==> config.mk <==
export PLATFORM = sky130hd
export DESIGN_NAME = video_drvr_top
export DESIGN_NICKNAME = d
export VERILOG_FILES = /design/src/hw/video_pkg.sv /design/src/hw/raster_counter.sv /design/src/hw/raster_phase_fsm.sv /design/src/hw/pixel_fifo.sv /design/src/hw/video_out_stage.sv /design/src/hw/video_drvr_top.sv
export SDC_FILE = /design/constraint.sdc
export NUM_CORES = 1
export LEC_CHECK = 0
export ABC_CLOCK_PERIOD_IN_PS = 3900
export BUFFER_PORTS_ARGS = -buffer_cell sky130_fd_sc_hd__buf_2
export CAP_MARGIN = 40
export CORE_MARGIN = 10
export CORE_UTILIZATION = 56
export CTS_CLUSTER_DIAMETER = 100
export DETAILED_ROUTE_END_ITERATION = 8
export HOLD_SLACK_MARGIN = 0.05
export PLACE_DENSITY = 0.75
export RECOVER_POWER = 100
export SYNTH_ARGS = -nofsm -noshare
export SYNTH_HDL_FRONTEND = slang
export SYNTH_SLANG_ARGS = --single-unit
==> constraint.sdc <==
create_clock -name clk -period 3.9 [get_ports clk]
set_clock_uncertainty 0.2 [all_clocks]
set_input_delay 1.17 -clock clk [delete_from_list [all_inputs] [get_ports clk]]
set_output_delay 1.17 -clock clk [all_outputs]
set_load 0.05 [all_outputs]
==> src/hw/video_pkg.sv <==
/*
  Shared raster timing, width types and phase encoding for the video driver.
  Every RTL block imports this package with a wildcard import.
*/
package video_pkg;

  // Horizontal timing in pixel clocks
  localparam int H_ACTIVE = 16;
  localparam int H_FP     = 4;
  localparam int H_SYNC   = 3;
  localparam int H_BP     = 5;
  localparam int H_TOTAL  = H_ACTIVE + H_FP + H_SYNC + H_BP;

  // Vertical timing in lines
  localparam int V_ACTIVE = 6;
  localparam int V_FP     = 2;
  localparam int V_SYNC   = 2;
  localparam int V_BP     = 3;
  localparam int V_TOTAL  = V_ACTIVE + V_FP + V_SYNC + V_BP;

  // Last count of each phase, region order is FP, SYNC, BP, ACTIVE
  localparam int H_FP_LAST   = H_FP - 1;
  localparam int H_SYNC_LAST = H_FP + H_SYNC - 1;
  localparam int H_BP_LAST   = H_FP + H_SYNC + H_BP - 1;
  localparam int H_LAST      = H_TOTAL - 1;

  localparam int V_FP_LAST   = V_FP - 1;
  localparam int V_SYNC_LAST = V_FP + V_SYNC - 1;
  localparam int V_BP_LAST   = V_FP + V_SYNC + V_BP - 1;
  localparam int V_LAST      = V_TOTAL - 1;

  // 0 gives active low syncs
  localparam bit SYNC_ACTIVE_HIGH = 1'b0;

  // Pixel FIFO entries, power of two
  localparam int FIFO_DEPTH = 32;

  // One RGB888 word
  typedef logic [23:0] pixel_t;

  typedef logic [$clog2(H_TOTAL)-1:0] hcount_t;
  typedef logic [$clog2(V_TOTAL)-1:0] vcount_t;

  // Needs one extra bit to hold FIFO_DEPTH itself
  typedef logic [$clog2(FIFO_DEPTH+1)-1:0] fifo_level_t;

  typedef enum logic [2:0] {
    IDLE,
    FRONT_PORCH,
    SYNC,
    BACK_PORCH,
    ACTIVE
  } raster_phase_t;

endpackage

==> src/hw/raster_counter.sv <==
/*
  Pixel and line counters of the raster. Counts run while the phase FSMs
  are out of IDLE and clear otherwise.
*/
`timescale 1ns/100ps

module raster_counter
  import video_pkg::*;
(
  input  logic    clk,
  input  logic    rst_n,
  input  logic    run,
  output hcount_t hcount,
  output vcount_t vcount,
  output logic    line_end
);

  // Last pixel clock of a line
  assign line_end = (hcount == hcount_t'(H_LAST));

  // Pixel counter
  always_ff @(posedge clk or negedge rst_n)
  begin
    if (!rst_n)
    begin
      hcount <= '0;
    end
    else if (!run)
    begin
      hcount <= '0;
    end
    else if (line_end)
    begin
      hcount <= '0;
    end
    else
    begin
      hcount <= hcount + 1'b1;
    end
  end

  // Line counter, steps once per line
  always_ff @(posedge clk or negedge rst_n)
  begin
    if (!rst_n)
    begin
      vcount <= '0;
    end
    else if (!run)
    begin
      vcount <= '0;
    end
    else if (line_end)
    begin
      // Frame wrap on the last line
      if (vcount == vcount_t'(V_LAST))
        vcount <= '0;
      else
        vcount <= vcount + 1'b1;
    end
  end

endmodule

==> src/hw/raster_phase_fsm.sv <==
/*
  Horizontal and vertical phase FSMs of the raster. Both walk front porch,
  sync, back porch and active video from the counter positions.
*/
`timescale 1ns/100ps

module raster_phase_fsm
  import video_pkg::*;
(
  input  logic          clk,
  input  logic          rst_n,
  input  logic          drvr_en,
  input  hcount_t       hcount,
  input  vcount_t       vcount,
  input  logic          line_end,
  output logic          run,
  output raster_phase_t h_phase,
  output raster_phase_t v_phase
);

  raster_phase_t h_next;
  raster_phase_t v_next;

  // Common phase step, each flag marks the last count of its region
  function automatic raster_phase_t next_phase(
    input raster_phase_t cur,
    input logic          fp_end,
    input logic          sync_end,
    input logic          bp_end,
    input logic          act_end
  );
    next_phase = cur;
    case (cur)
      IDLE:        next_phase = FRONT_PORCH;
      FRONT_PORCH: if (fp_end)   next_phase = SYNC;
      SYNC:        if (sync_end) next_phase = BACK_PORCH;
      BACK_PORCH:  if (bp_end)   next_phase = ACTIVE;
      ACTIVE:      if (act_end)  next_phase = FRONT_PORCH;
      default:     next_phase = IDLE;
    endcase
  endfunction

  // Horizontal machine steps on every pixel clock
  always_comb
  begin
    if (!drvr_en)
      h_next = IDLE;
    else
      h_next = next_phase(h_phase,
                          hcount == hcount_t'(H_FP_LAST),
                          hcount == hcount_t'(H_SYNC_LAST),
                          hcount == hcount_t'(H_BP_LAST),
                          line_end);
  end

  // Vertical machine moves only at line end, except leaving IDLE
  always_comb
  begin
    if (!drvr_en)
      v_next = IDLE;
    else
      v_next = next_phase(v_phase,
                          line_end && (vcount == vcount_t'(V_FP_LAST)),
                          line_end && (vcount == vcount_t'(V_SYNC_LAST)),
                          line_end && (vcount == vcount_t'(V_BP_LAST)),
                          line_end && (vcount == vcount_t'(V_LAST)));
  end

  always_ff @(posedge clk or negedge rst_n)
  begin
    if (!rst_n)
    begin
      h_phase <= IDLE;
      v_phase <= IDLE;
    end
    else
    begin
      h_phase <= h_next;
      v_phase <= v_next;
    end
  end

  // Counters hold at zero while idle
  assign run = (h_phase != IDLE);

endmodule

==> src/hw/pixel_fifo.sv <==
/*
  Show-ahead pixel FIFO between the pixel source and the video output.
  The head word sits on rd_data; rd_en pops it. flush empties the FIFO.
*/
`timescale 1ns/100ps

module pixel_fifo
  import video_pkg::*;
(
  input  logic   clk,
  input  logic   rst_n,
  input  logic   flush,
  input  logic   wr_en,
  input  pixel_t wr_data,
  output logic   full,
  input  logic   rd_en,
  output pixel_t rd_data,
  output logic   empty
);

  localparam int AW = $clog2(FIFO_DEPTH);

  pixel_t      mem [FIFO_DEPTH];
  logic [AW-1:0] wr_ptr;
  logic [AW-1:0] rd_ptr;
  fifo_level_t level;
  logic        wr_ok;
  logic        rd_ok;

  assign full  = (level == fifo_level_t'(FIFO_DEPTH));
  assign empty = (level == '0);

  // Writes while full and reads while empty are ignored
  assign wr_ok = wr_en && !full && !flush;
  assign rd_ok = rd_en && !empty && !flush;

  // Head word visible without a read
  assign rd_data = mem[rd_ptr];

  // Storage array
  always_ff @(posedge clk)
  begin
    if (wr_ok)
      mem[wr_ptr] <= wr_data;
  end

  // Pointers and occupancy
  always_ff @(posedge clk or negedge rst_n)
  begin
    if (!rst_n)
    begin
      wr_ptr <= '0;
      rd_ptr <= '0;
      level  <= '0;
    end
    else if (flush)
    begin
      wr_ptr <= '0;
      rd_ptr <= '0;
      level  <= '0;
    end
    else
    begin
      if (wr_ok)
        wr_ptr <= wr_ptr + 1'b1;
      if (rd_ok)
        rd_ptr <= rd_ptr + 1'b1;
      // Simultaneous push and pop keep the level
      case ({wr_ok, rd_ok})
        2'b10:   level <= level + 1'b1;
        2'b01:   level <= level - 1'b1;
        default: level <= level;
      endcase
    end
  end

endmodule

==> src/hw/video_out_stage.sv <==
/*
  Output stage toward the HDMI transmitter. Issues the FIFO pop in active
  video and registers data, data enable and syncs, plus the underflow flag.
*/
`timescale 1ns/100ps

module video_out_stage
  import video_pkg::*;
(
  input  logic          clk,
  input  logic          rst_n,
  input  logic          drvr_en,
  input  raster_phase_t h_phase,
  input  raster_phase_t v_phase,
  input  pixel_t        rd_data,
  input  logic          empty,
  output logic          rd_en,
  output pixel_t        tx_data,
  output logic          tx_de,
  output logic          tx_hsync,
  output logic          tx_vsync,
  output logic          underflow
);

  logic active;

  // Inside the visible window
  assign active = (h_phase == ACTIVE) && (v_phase == ACTIVE);

  // One pop per active pixel when a word is there
  assign rd_en = active && !empty;

  always_ff @(posedge clk or negedge rst_n)
  begin
    if (!rst_n)
    begin
      tx_data  <= '0;
      tx_de    <= 1'b0;
      tx_hsync <= ~SYNC_ACTIVE_HIGH;
      tx_vsync <= ~SYNC_ACTIVE_HIGH;
    end
    else
    begin
      tx_de    <= active;
      tx_hsync <= (h_phase == SYNC) ? SYNC_ACTIVE_HIGH : ~SYNC_ACTIVE_HIGH;
      tx_vsync <= (v_phase == SYNC) ? SYNC_ACTIVE_HIGH : ~SYNC_ACTIVE_HIGH;
      // Blank outside active video and on a missing pixel
      if (rd_en)
        tx_data <= rd_data;
      else
        tx_data <= '0;
    end
  end

  // Sticky until the driver is disabled
  always_ff @(posedge clk or negedge rst_n)
  begin
    if (!rst_n)
      underflow <= 1'b0;
    else if (!drvr_en)
      underflow <= 1'b0;
    else if (active && empty)
      underflow <= 1'b1;
  end

endmodule

==> src/hw/video_drvr_top.sv <==
/*
  Raster video driver top for a parallel RGB HDMI transmitter.
  Connects the pixel FIFO, raster counter, phase FSMs and output stage.
*/
`timescale 1ns/100ps

module video_drvr_top
  import video_pkg::*;
(
  input  logic   clk,
  input  logic   rst_n,
  input  logic   drvr_en,
  input  logic   wr_en,
  input  pixel_t wr_data,
  output logic   full,
  output pixel_t tx_data,
  output logic   tx_de,
  output logic   tx_hsync,
  output logic   tx_vsync,
  output logic   underflow
);

  logic          run;
  hcount_t       hcount;
  vcount_t       vcount;
  logic          line_end;
  raster_phase_t h_phase;
  raster_phase_t v_phase;
  logic          rd_en;
  pixel_t        rd_data;
  logic          empty;
  logic          flush;

  // FIFO drains while the driver is off
  assign flush = ~drvr_en;

  raster_counter u_counter (
    .clk      (clk),
    .rst_n    (rst_n),
    .run      (run),
    .hcount   (hcount),
    .vcount   (vcount),
    .line_end (line_end)
  );

  raster_phase_fsm u_fsm (
    .clk      (clk),
    .rst_n    (rst_n),
    .drvr_en  (drvr_en),
    .hcount   (hcount),
    .vcount   (vcount),
    .line_end (line_end),
    .run      (run),
    .h_phase  (h_phase),
    .v_phase  (v_phase)
  );

  pixel_fifo u_fifo (
    .clk      (clk),
    .rst_n    (rst_n),
    .flush    (flush),
    .wr_en    (wr_en),
    .wr_data  (wr_data),
    .full     (full),
    .rd_en    (rd_en),
    .rd_data  (rd_data),
    .empty    (empty)
  );

  video_out_stage u_out (
    .clk       (clk),
    .rst_n     (rst_n),
    .drvr_en   (drvr_en),
    .h_phase   (h_phase),
    .v_phase   (v_phase),
    .rd_data   (rd_data),
    .empty     (empty),
    .rd_en     (rd_en),
    .tx_data   (tx_data),
    .tx_de     (tx_de),
    .tx_hsync  (tx_hsync),
    .tx_vsync  (tx_vsync),
    .underflow (underflow)
  );

endmodule

==> metrics.yaml, run 1 <==
outcome: "finished with violations"
failed_checks: "capacitance limit, slew limit"
layout.area.seq_um2: 24550
hp-class: "reg2reg"
die_h_um: 259.3
placedInstanceArea_um2: 34220
cts-hold-fix-buffers: 0
number_of_buffers_inserted_by_post_cts_setup_repair: 0
area_delta_synth_final_pct: 13.49
max-clock-path-buffers: 3
dp.final_hpwl_um: 41310
cts-htree-levels: 3
area_of_combinational_cells_with_multiple_inputs_um2: 7102
detail-route-antenna-nets: 0
ys_seq_elements: 827
track_usage: 0.2243
cts_made_buffers: 80
numPortBuffers: 56
layoutNonFillerInstCount: 2409
power.density_cell_area_nw_per_um2: 492.4
maximum_vdd_drop_v: 0.0004359
initial_core_utilization: 0.5674
grt_antenna_before_repair: 1
slew_violations: 38
timing.final.hold_violations: 0
grt_first_pass_wirelength_um: 110200
routed_length_per_instance_um: 30.54
placed_cells: 2265
cellLeakagePower_nw: 11.28
timing.final.crit_period_ps: 3431
vias_per_cell: 6.440
async_reset_ff_frac: 0.07134
syn_area_um2: 32060
critPathLaunchType: "flip-flop"
firstDrtPassIters: 5
worst-setup-path-type: "reg2out"
synthFlopType: "edfxtp_1"
setup_viol: 0
grt_overflow_total: 0
insertedDiodeCount: 0
boundaryPins: 57
cp_data_arrival_time_ps: 2060
slew_headroom: -0.3450
design.final.nets: 1633
maximum_number_of_pins_on_one_net_before_global_route_repair: 52
placement_rows: 87
post-route-drc-count: 0
synthesis.area_per_instance_um2: 22.08
max_clock_freq_mhz: 291.4
setup-tns-final_ps: 0
number_of_global_route_vias_before_repair: 16180
crit_path_end_kind: "output pin"
fill_cells: 3591
post-route-period-util: 0.8798
post_synthesis_cells: 1452
floorplan.die_area_um2: 67220
synth.distinct_cells: 56
ys_seq_area_frac: 0.7655
place_worst_setup_slack_ps: 436.7
rsz_0062_raised_after_global_routing: "no"
cts_tree: "built"
root_buffer: "clkbuf_16"
initialDrtViolationCount: 2205
yosys_warnings: 0
number_of_enable_type_register_cells_in_the_synthesized_netlist: 768
design.core.area_um2: 56500
worst_hold_slack_ps: 283.4
clock_latency_on_the_worst_skew_pair_ps: 640
gp_congestion: 0.8186
synth_fp_nets: 1494
final_layout_size_suffix_gt1_frac: 0.2686
clkTransAtPathRegs_ps: 60
cts_resized: 0
clock-sinks: 827
critical_path_required_ps: 2530
crit_path_max_fanout: 9
finalWorstSetupSlack_ps: 468.8
vias: 15510
drv.max_cap_violation_count: 1
die_w_um: 259.3
tightestPinTransition_ps: 2017
finalWirelength_um: 73560
final_design_area_no_fill_um2: 36380
[layout by cell type (no fill, tap or decap), drive strengths merged, types with 3 or more instances in the layout]
| cell | Yosys | layout |
|---|---|---|
| o21ai | 36 | 36 |
| nand3 | 33 | 33 |
| bufinv | 0 | 7 |
| ha | 14 | 14 |
| mux2i | 7 | 7 |
| clkinvlp | 0 | 7 |
| nor3 | 8 | 8 |
| or3 | 7 | 7 |
| mux2 | 3 | 3 |
| mux4 | 240 | 240 |
| xnor2 | 6 | 6 |
| nand2b | 7 | 7 |
| a21oi | 20 | 20 |
| clkinv | 0 | 33 |
| nor4 | 3 | 3 |
| nand2 | 13 | 13 |
| nand4 | 7 | 7 |
| clkbuf | 52 | 181 |
| nand4b | 3 | 3 |
| nor2 | 62 | 62 |
| buf | 26 | 48 |
| inv | 36 | 39 |
| dfrtp | 57 | 57 |
| and3 | 4 | 4 |
| xor2 | 7 | 7 |
| nand3b | 4 | 4 |
| edfxtp | 768 | 768 |
[path summary, 6_finish.rpt]
path	from	endpoint	depth (start not counted)	slack [ps]
min	u_counter.hcount[0]	u_counter.hcount[0]	1	280
min reg2reg	u_counter.hcount[0]	u_counter.hcount[0]	1	280
max in group asynchronous	rst_n	u_out.tx_data[18]	2	700
max reg2reg	u_fsm.v_phase[0]	u_out.tx_data[6]	4	620
min in group asynchronous	rst_n	u_fifo.level[5]	1	930
max	u_fifo.level[0]	full	3	470
[state kept, by name, summed over array words and instances, names as in the netlist]
name              count
u_fsm.v_phase         3
u_fsm.h_phase         3
u_out.tx_de           1
u_out.tx_vsync        1
u_fifo.rd_ptr         5
u_fifo.wr_ptr         5
u_counter.vcount      4
u_fifo.mem          768
u_out.underflow       1
u_out.tx_hsync        1
u_fifo.level          6
u_counter.hcount      5
u_out.tx_data        24
[routing by layer]
| layer | part of all wire | track usage |
|---|---|---|
| met2 | 0.50 | 0.3568 |
| met3 | 0.087 | 0.04898 |
| met1 | 0.39 | 0.3111 |
| met5 | 0.00018 | 0 |
| met4 | 0.026 | 0.06675 |
[cell usage after synthesis (all sizes together) (2+ instances only)]
cell type  instances  area, um2
a211oi             2      15.01
a21oi             20      100.1
a31o               2      17.52
a31oi              2      12.51
and2               2      13.77
and3               4      25.02
buf               26      135.1
clkbuf            52      195.2
dfrtp             57       1426
dfstp              2      52.55
edfxtp           768      23060
ha                14      175.2
inv               36      135.1
mux2               3      37.53
mux2i              7      70.07
mux4             240       5405
nand2             13      48.80
nand2b             7      43.79
nand3             33      165.2
nand3b             4      30.03
nand4              7      50.05
nand4b             3      26.28
nor2              62      235.2
nor3               8      50.05
nor4               3      33.78
nor4b              2      17.52
o21ai             36      180.2
o221ai             2      17.52
or2                2      12.51
or3                7      50.05
xnor2              6      52.55
xor2               7      61.31
[power by group]
part           leakage [nW]  total (W)  internal, W  switching, W
Sequential             7.71    0.00982      0.00976     0.0000631
Clock                  1.24    0.00764      0.00432       0.00332
Combinational          2.33   0.000454     0.000141      0.000313
Total                  11.3     0.0179       0.0142       0.00369
[per-stage QoR]
| stage | total power (W) | util |
|---|---|---|
| final | 0.01792 | 0.6440 |
| after global routing | 0.01841 | 0.6440 |
| after CTS | 0.01804 | 0.6514 |
| after detailed placement | 0.01048 | 0.6057 |
| after global placement | 0.01046 | 0.6053 |
| after floorplan | 0.01026 | - |
[logic make-up (layout without fill, tap and decap cells)]
family / after synthesis / in the layout / synth area share
buffers and inverters: 114 / 315 / 0.01452
flip-flops: 827 / 827 / 0.7655
AND/OR/NAND/NOR: 161 / 161 / 0.02596
AO/OA/AOI/OAI: 73 / 73 / 0.01300
multiplexers: 250 / 250 / 0.1720
XOR/XNOR: 13 / 13 / 0.003552
adder cells (fa/ha/maj): 14 / 14 / 0.005464
[final cells by class]
type	instances	area share
Timing Repair Buffer	135	0.02916
Clock buffer	94	0.05730
Tap cell	756	0.02600
Inverter	36	0.003714
Multi-Input combinational cell	511	0.1952
Clock inverter	50	0.01372
Sequential cell	827	0.6749
[critical path, cell delays in order (launching register included)]
cell and delay [ps]:
dfrtp_1 490, nor3_1 260, and3_1 220, clkbuf_1 480
(Power assumes the default switching activity.)
==> run 2, diff against run 1 <==
CORE_UTILIZATION = 50   (was 56)
PLACE_DENSITY = 0.68   (was 0.75)
==> metrics.yaml, run 2 (synthesized netlist as in run 1, its figures left out) <==
gp_congestion: 0.8202
cts_made_buffers: 84
vias_per_cell: 6.121
grt_antenna_before_repair: 3
area_delta_synth_final_pct: 13.90
cp_data_arrival_time_ps: 3600
initialDrtViolationCount: 1567
clockPowerShare: 0.438
layout.cells.most_common_list: "edfxtp_1, mux4_2, clkbuf_16"
seq_power_share: 0.537
grt_first_pass_wirelength_um: 107300
cts_resized: 0
cts_tree: "built"
design.final.nets: 1634
detail-route-antenna-nets: 0
crit_path_end_kind: "flip-flop"
clkTransAtPathRegs_ps: 60
grt_overflow_total: 0
power.density_cell_area_nw_per_um2: 501.2
maximum_number_of_pins_on_one_net_before_global_route_repair: 66
firstDrtPassIters: 5
route.layer.met1.wl_um: 30820
final_layout_size_suffix_gt1_frac: 0.2732
clock-sinks: 827
crit_path_max_fanout: 13
initial_core_utilization: 0.5063
largest_register_ffs: 768
post-route-period-util: 0.9081
cell_class_contributing_the_biggest_share_of_worst_path_delay: "buffers and inverters"
setup_viol: 0
switching_share: 0.2062
clock_latency_on_the_worst_skew_pair_ps: 640
routed-wl-met3_um: 4668
placement_rows: 92
timing.critical_path.slowest_stage_cell: "clkbuf_2"
post-route-drc-count: 0
die_w_um: 273.2
critical_path.max_stage_delay_ps: 550
highest_layer: "met5"
bufs_and_invs_on_worst_path: 5
routed_length_per_instance_um: 28.71
power.switching_w: 0.003773
root_buffer: "clkbuf_16"
worst_hold_slack_ps: 294.8
critical_path_required_ps: 3960
drv.max_cap_violation_count: 0
floorplan.die_area_um2: 74640
tightestPinTransition_ps: 1445
timing.critical_path.cells: "clkbuf_1 > inv_1 > a31oi_1 > clkbuf_1 > nand3_1 > buf_4 > nor2_1 > clkbuf_2"
power.internal_w: 0.01453
layout_commonest_cell: "edfxtp_1"
slew_violations: 0
boundaryPins: 57
critPathLaunchType: "input pin"
cellLeakagePower_nw: 11.34
design.core.area_um2: 63310
comb_power_share: 0.026
timing.final.crit_period_ps: 3542
top_regs: "u_fifo.mem x768, u_out.tx_data x24, u_fifo.level x6"
met2RoutedLength_um: 35060
largest-register: "u_fifo.mem"
number_of_buffers_inserted_by_post_cts_setup_repair: 0
die_h_um: 273.2
number_of_global_route_vias_before_repair: 15940
crit_path_frequent_cell: "clkbuf_1"
worst-setup-path-type: "in2reg"
numPortBuffers: 56
timing.final.hold_violations: 0
setup-tns-final_ps: 0
fill_cells: 4607
finalWirelength_um: 72000
slew_headroom: 0.03693
outcome: "completed"
dp.final_hpwl_um: 40690
rsz_0062_raised_after_global_routing: "no"
max-clock-path-buffers: 3
maximum_vdd_drop_v: 0.0003698
cts-htree-levels: 3
max_clock_freq_mhz: 282.4
vias: 15350
hp-class: "reg2reg"
track_usage: 0.1954
insertedDiodeCount: 0
cts-hold-fix-buffers: 0
[run 2: path summary, 6_finish.rpt]
path                       cells after the start                   to  slack [ps]                 from
min reg2reg                                    1  u_counter.hcount[0]         290  u_counter.hcount[0]
max in group asynchronous                      3    u_out.tx_data[16]         820                rst_n
max reg2reg                                    4    u_out.tx_data[17]         490      u_fifo.level[0]
max                                            8   u_fifo.mem[27][16]         360                wr_en
min                                            1  u_counter.hcount[0]         290  u_counter.hcount[0]
min in group asynchronous                      1      u_fifo.level[4]         460                rst_n
[run 2: power by group through the flow]
stage	Combinational, W	Clock (W)	Sequential [W]
3_3_place_gp	0.000468	0	0.0100
4_1_cts	0.000498	0.00815	0.00982
2_1_floorplan	0.000270	0	0.00999
5_1_grt	0.000531	0.00850	0.00983
3_5_place_dp	0.000495	0	0.0100
6_report	0.000472	0.00801	0.00982
[run 2: cell type report]
| type | count | area (um2) | area share |
|---|---|---|---|
| flip-flops and latches | 827 | 24550 | 0.6724 |
| multi-input cells | 511 | 7087 | 0.1941 |
| clock buffers | 102 | 2252 | 0.06168 |
| well taps | 846 | 1059 | 0.02899 |
| repair buffers | 132 | 887.1 | 0.02429 |
| clock inverters | 54 | 540.5 | 0.01480 |
| inverters | 36 | 135.1 | 0.003701 |
[run 2: layer usage]
layer / track usage / up-vias
li1: - / 6331
met1: 0.2800 / 8285
met2: 0.3095 / 616
met3: 0.03502 / 113
met4: 0.04900 / 6
met5: 0 / -
[run 2: stage by stage]
step | total power, W | instances | setup WS [ps] | utilization | cell area, um2
after global routing | 0.01886 | 2508 | 213.3 | 0.5767 | 36510
after detailed placement | 0.01050 | 2352 | 407.6 | 0.5402 | 34200
after floorplan | 0.01026 | 1452 | 254.0 | - | 32060
after CTS | 0.01846 | 2508 | 589.2 | 0.5843 | 37000
final | 0.01830 | 2508 | 358.5 | 0.5767 | 36510
after global placement | 0.01047 | 2351 | 431.2 | 0.5398 | 34180
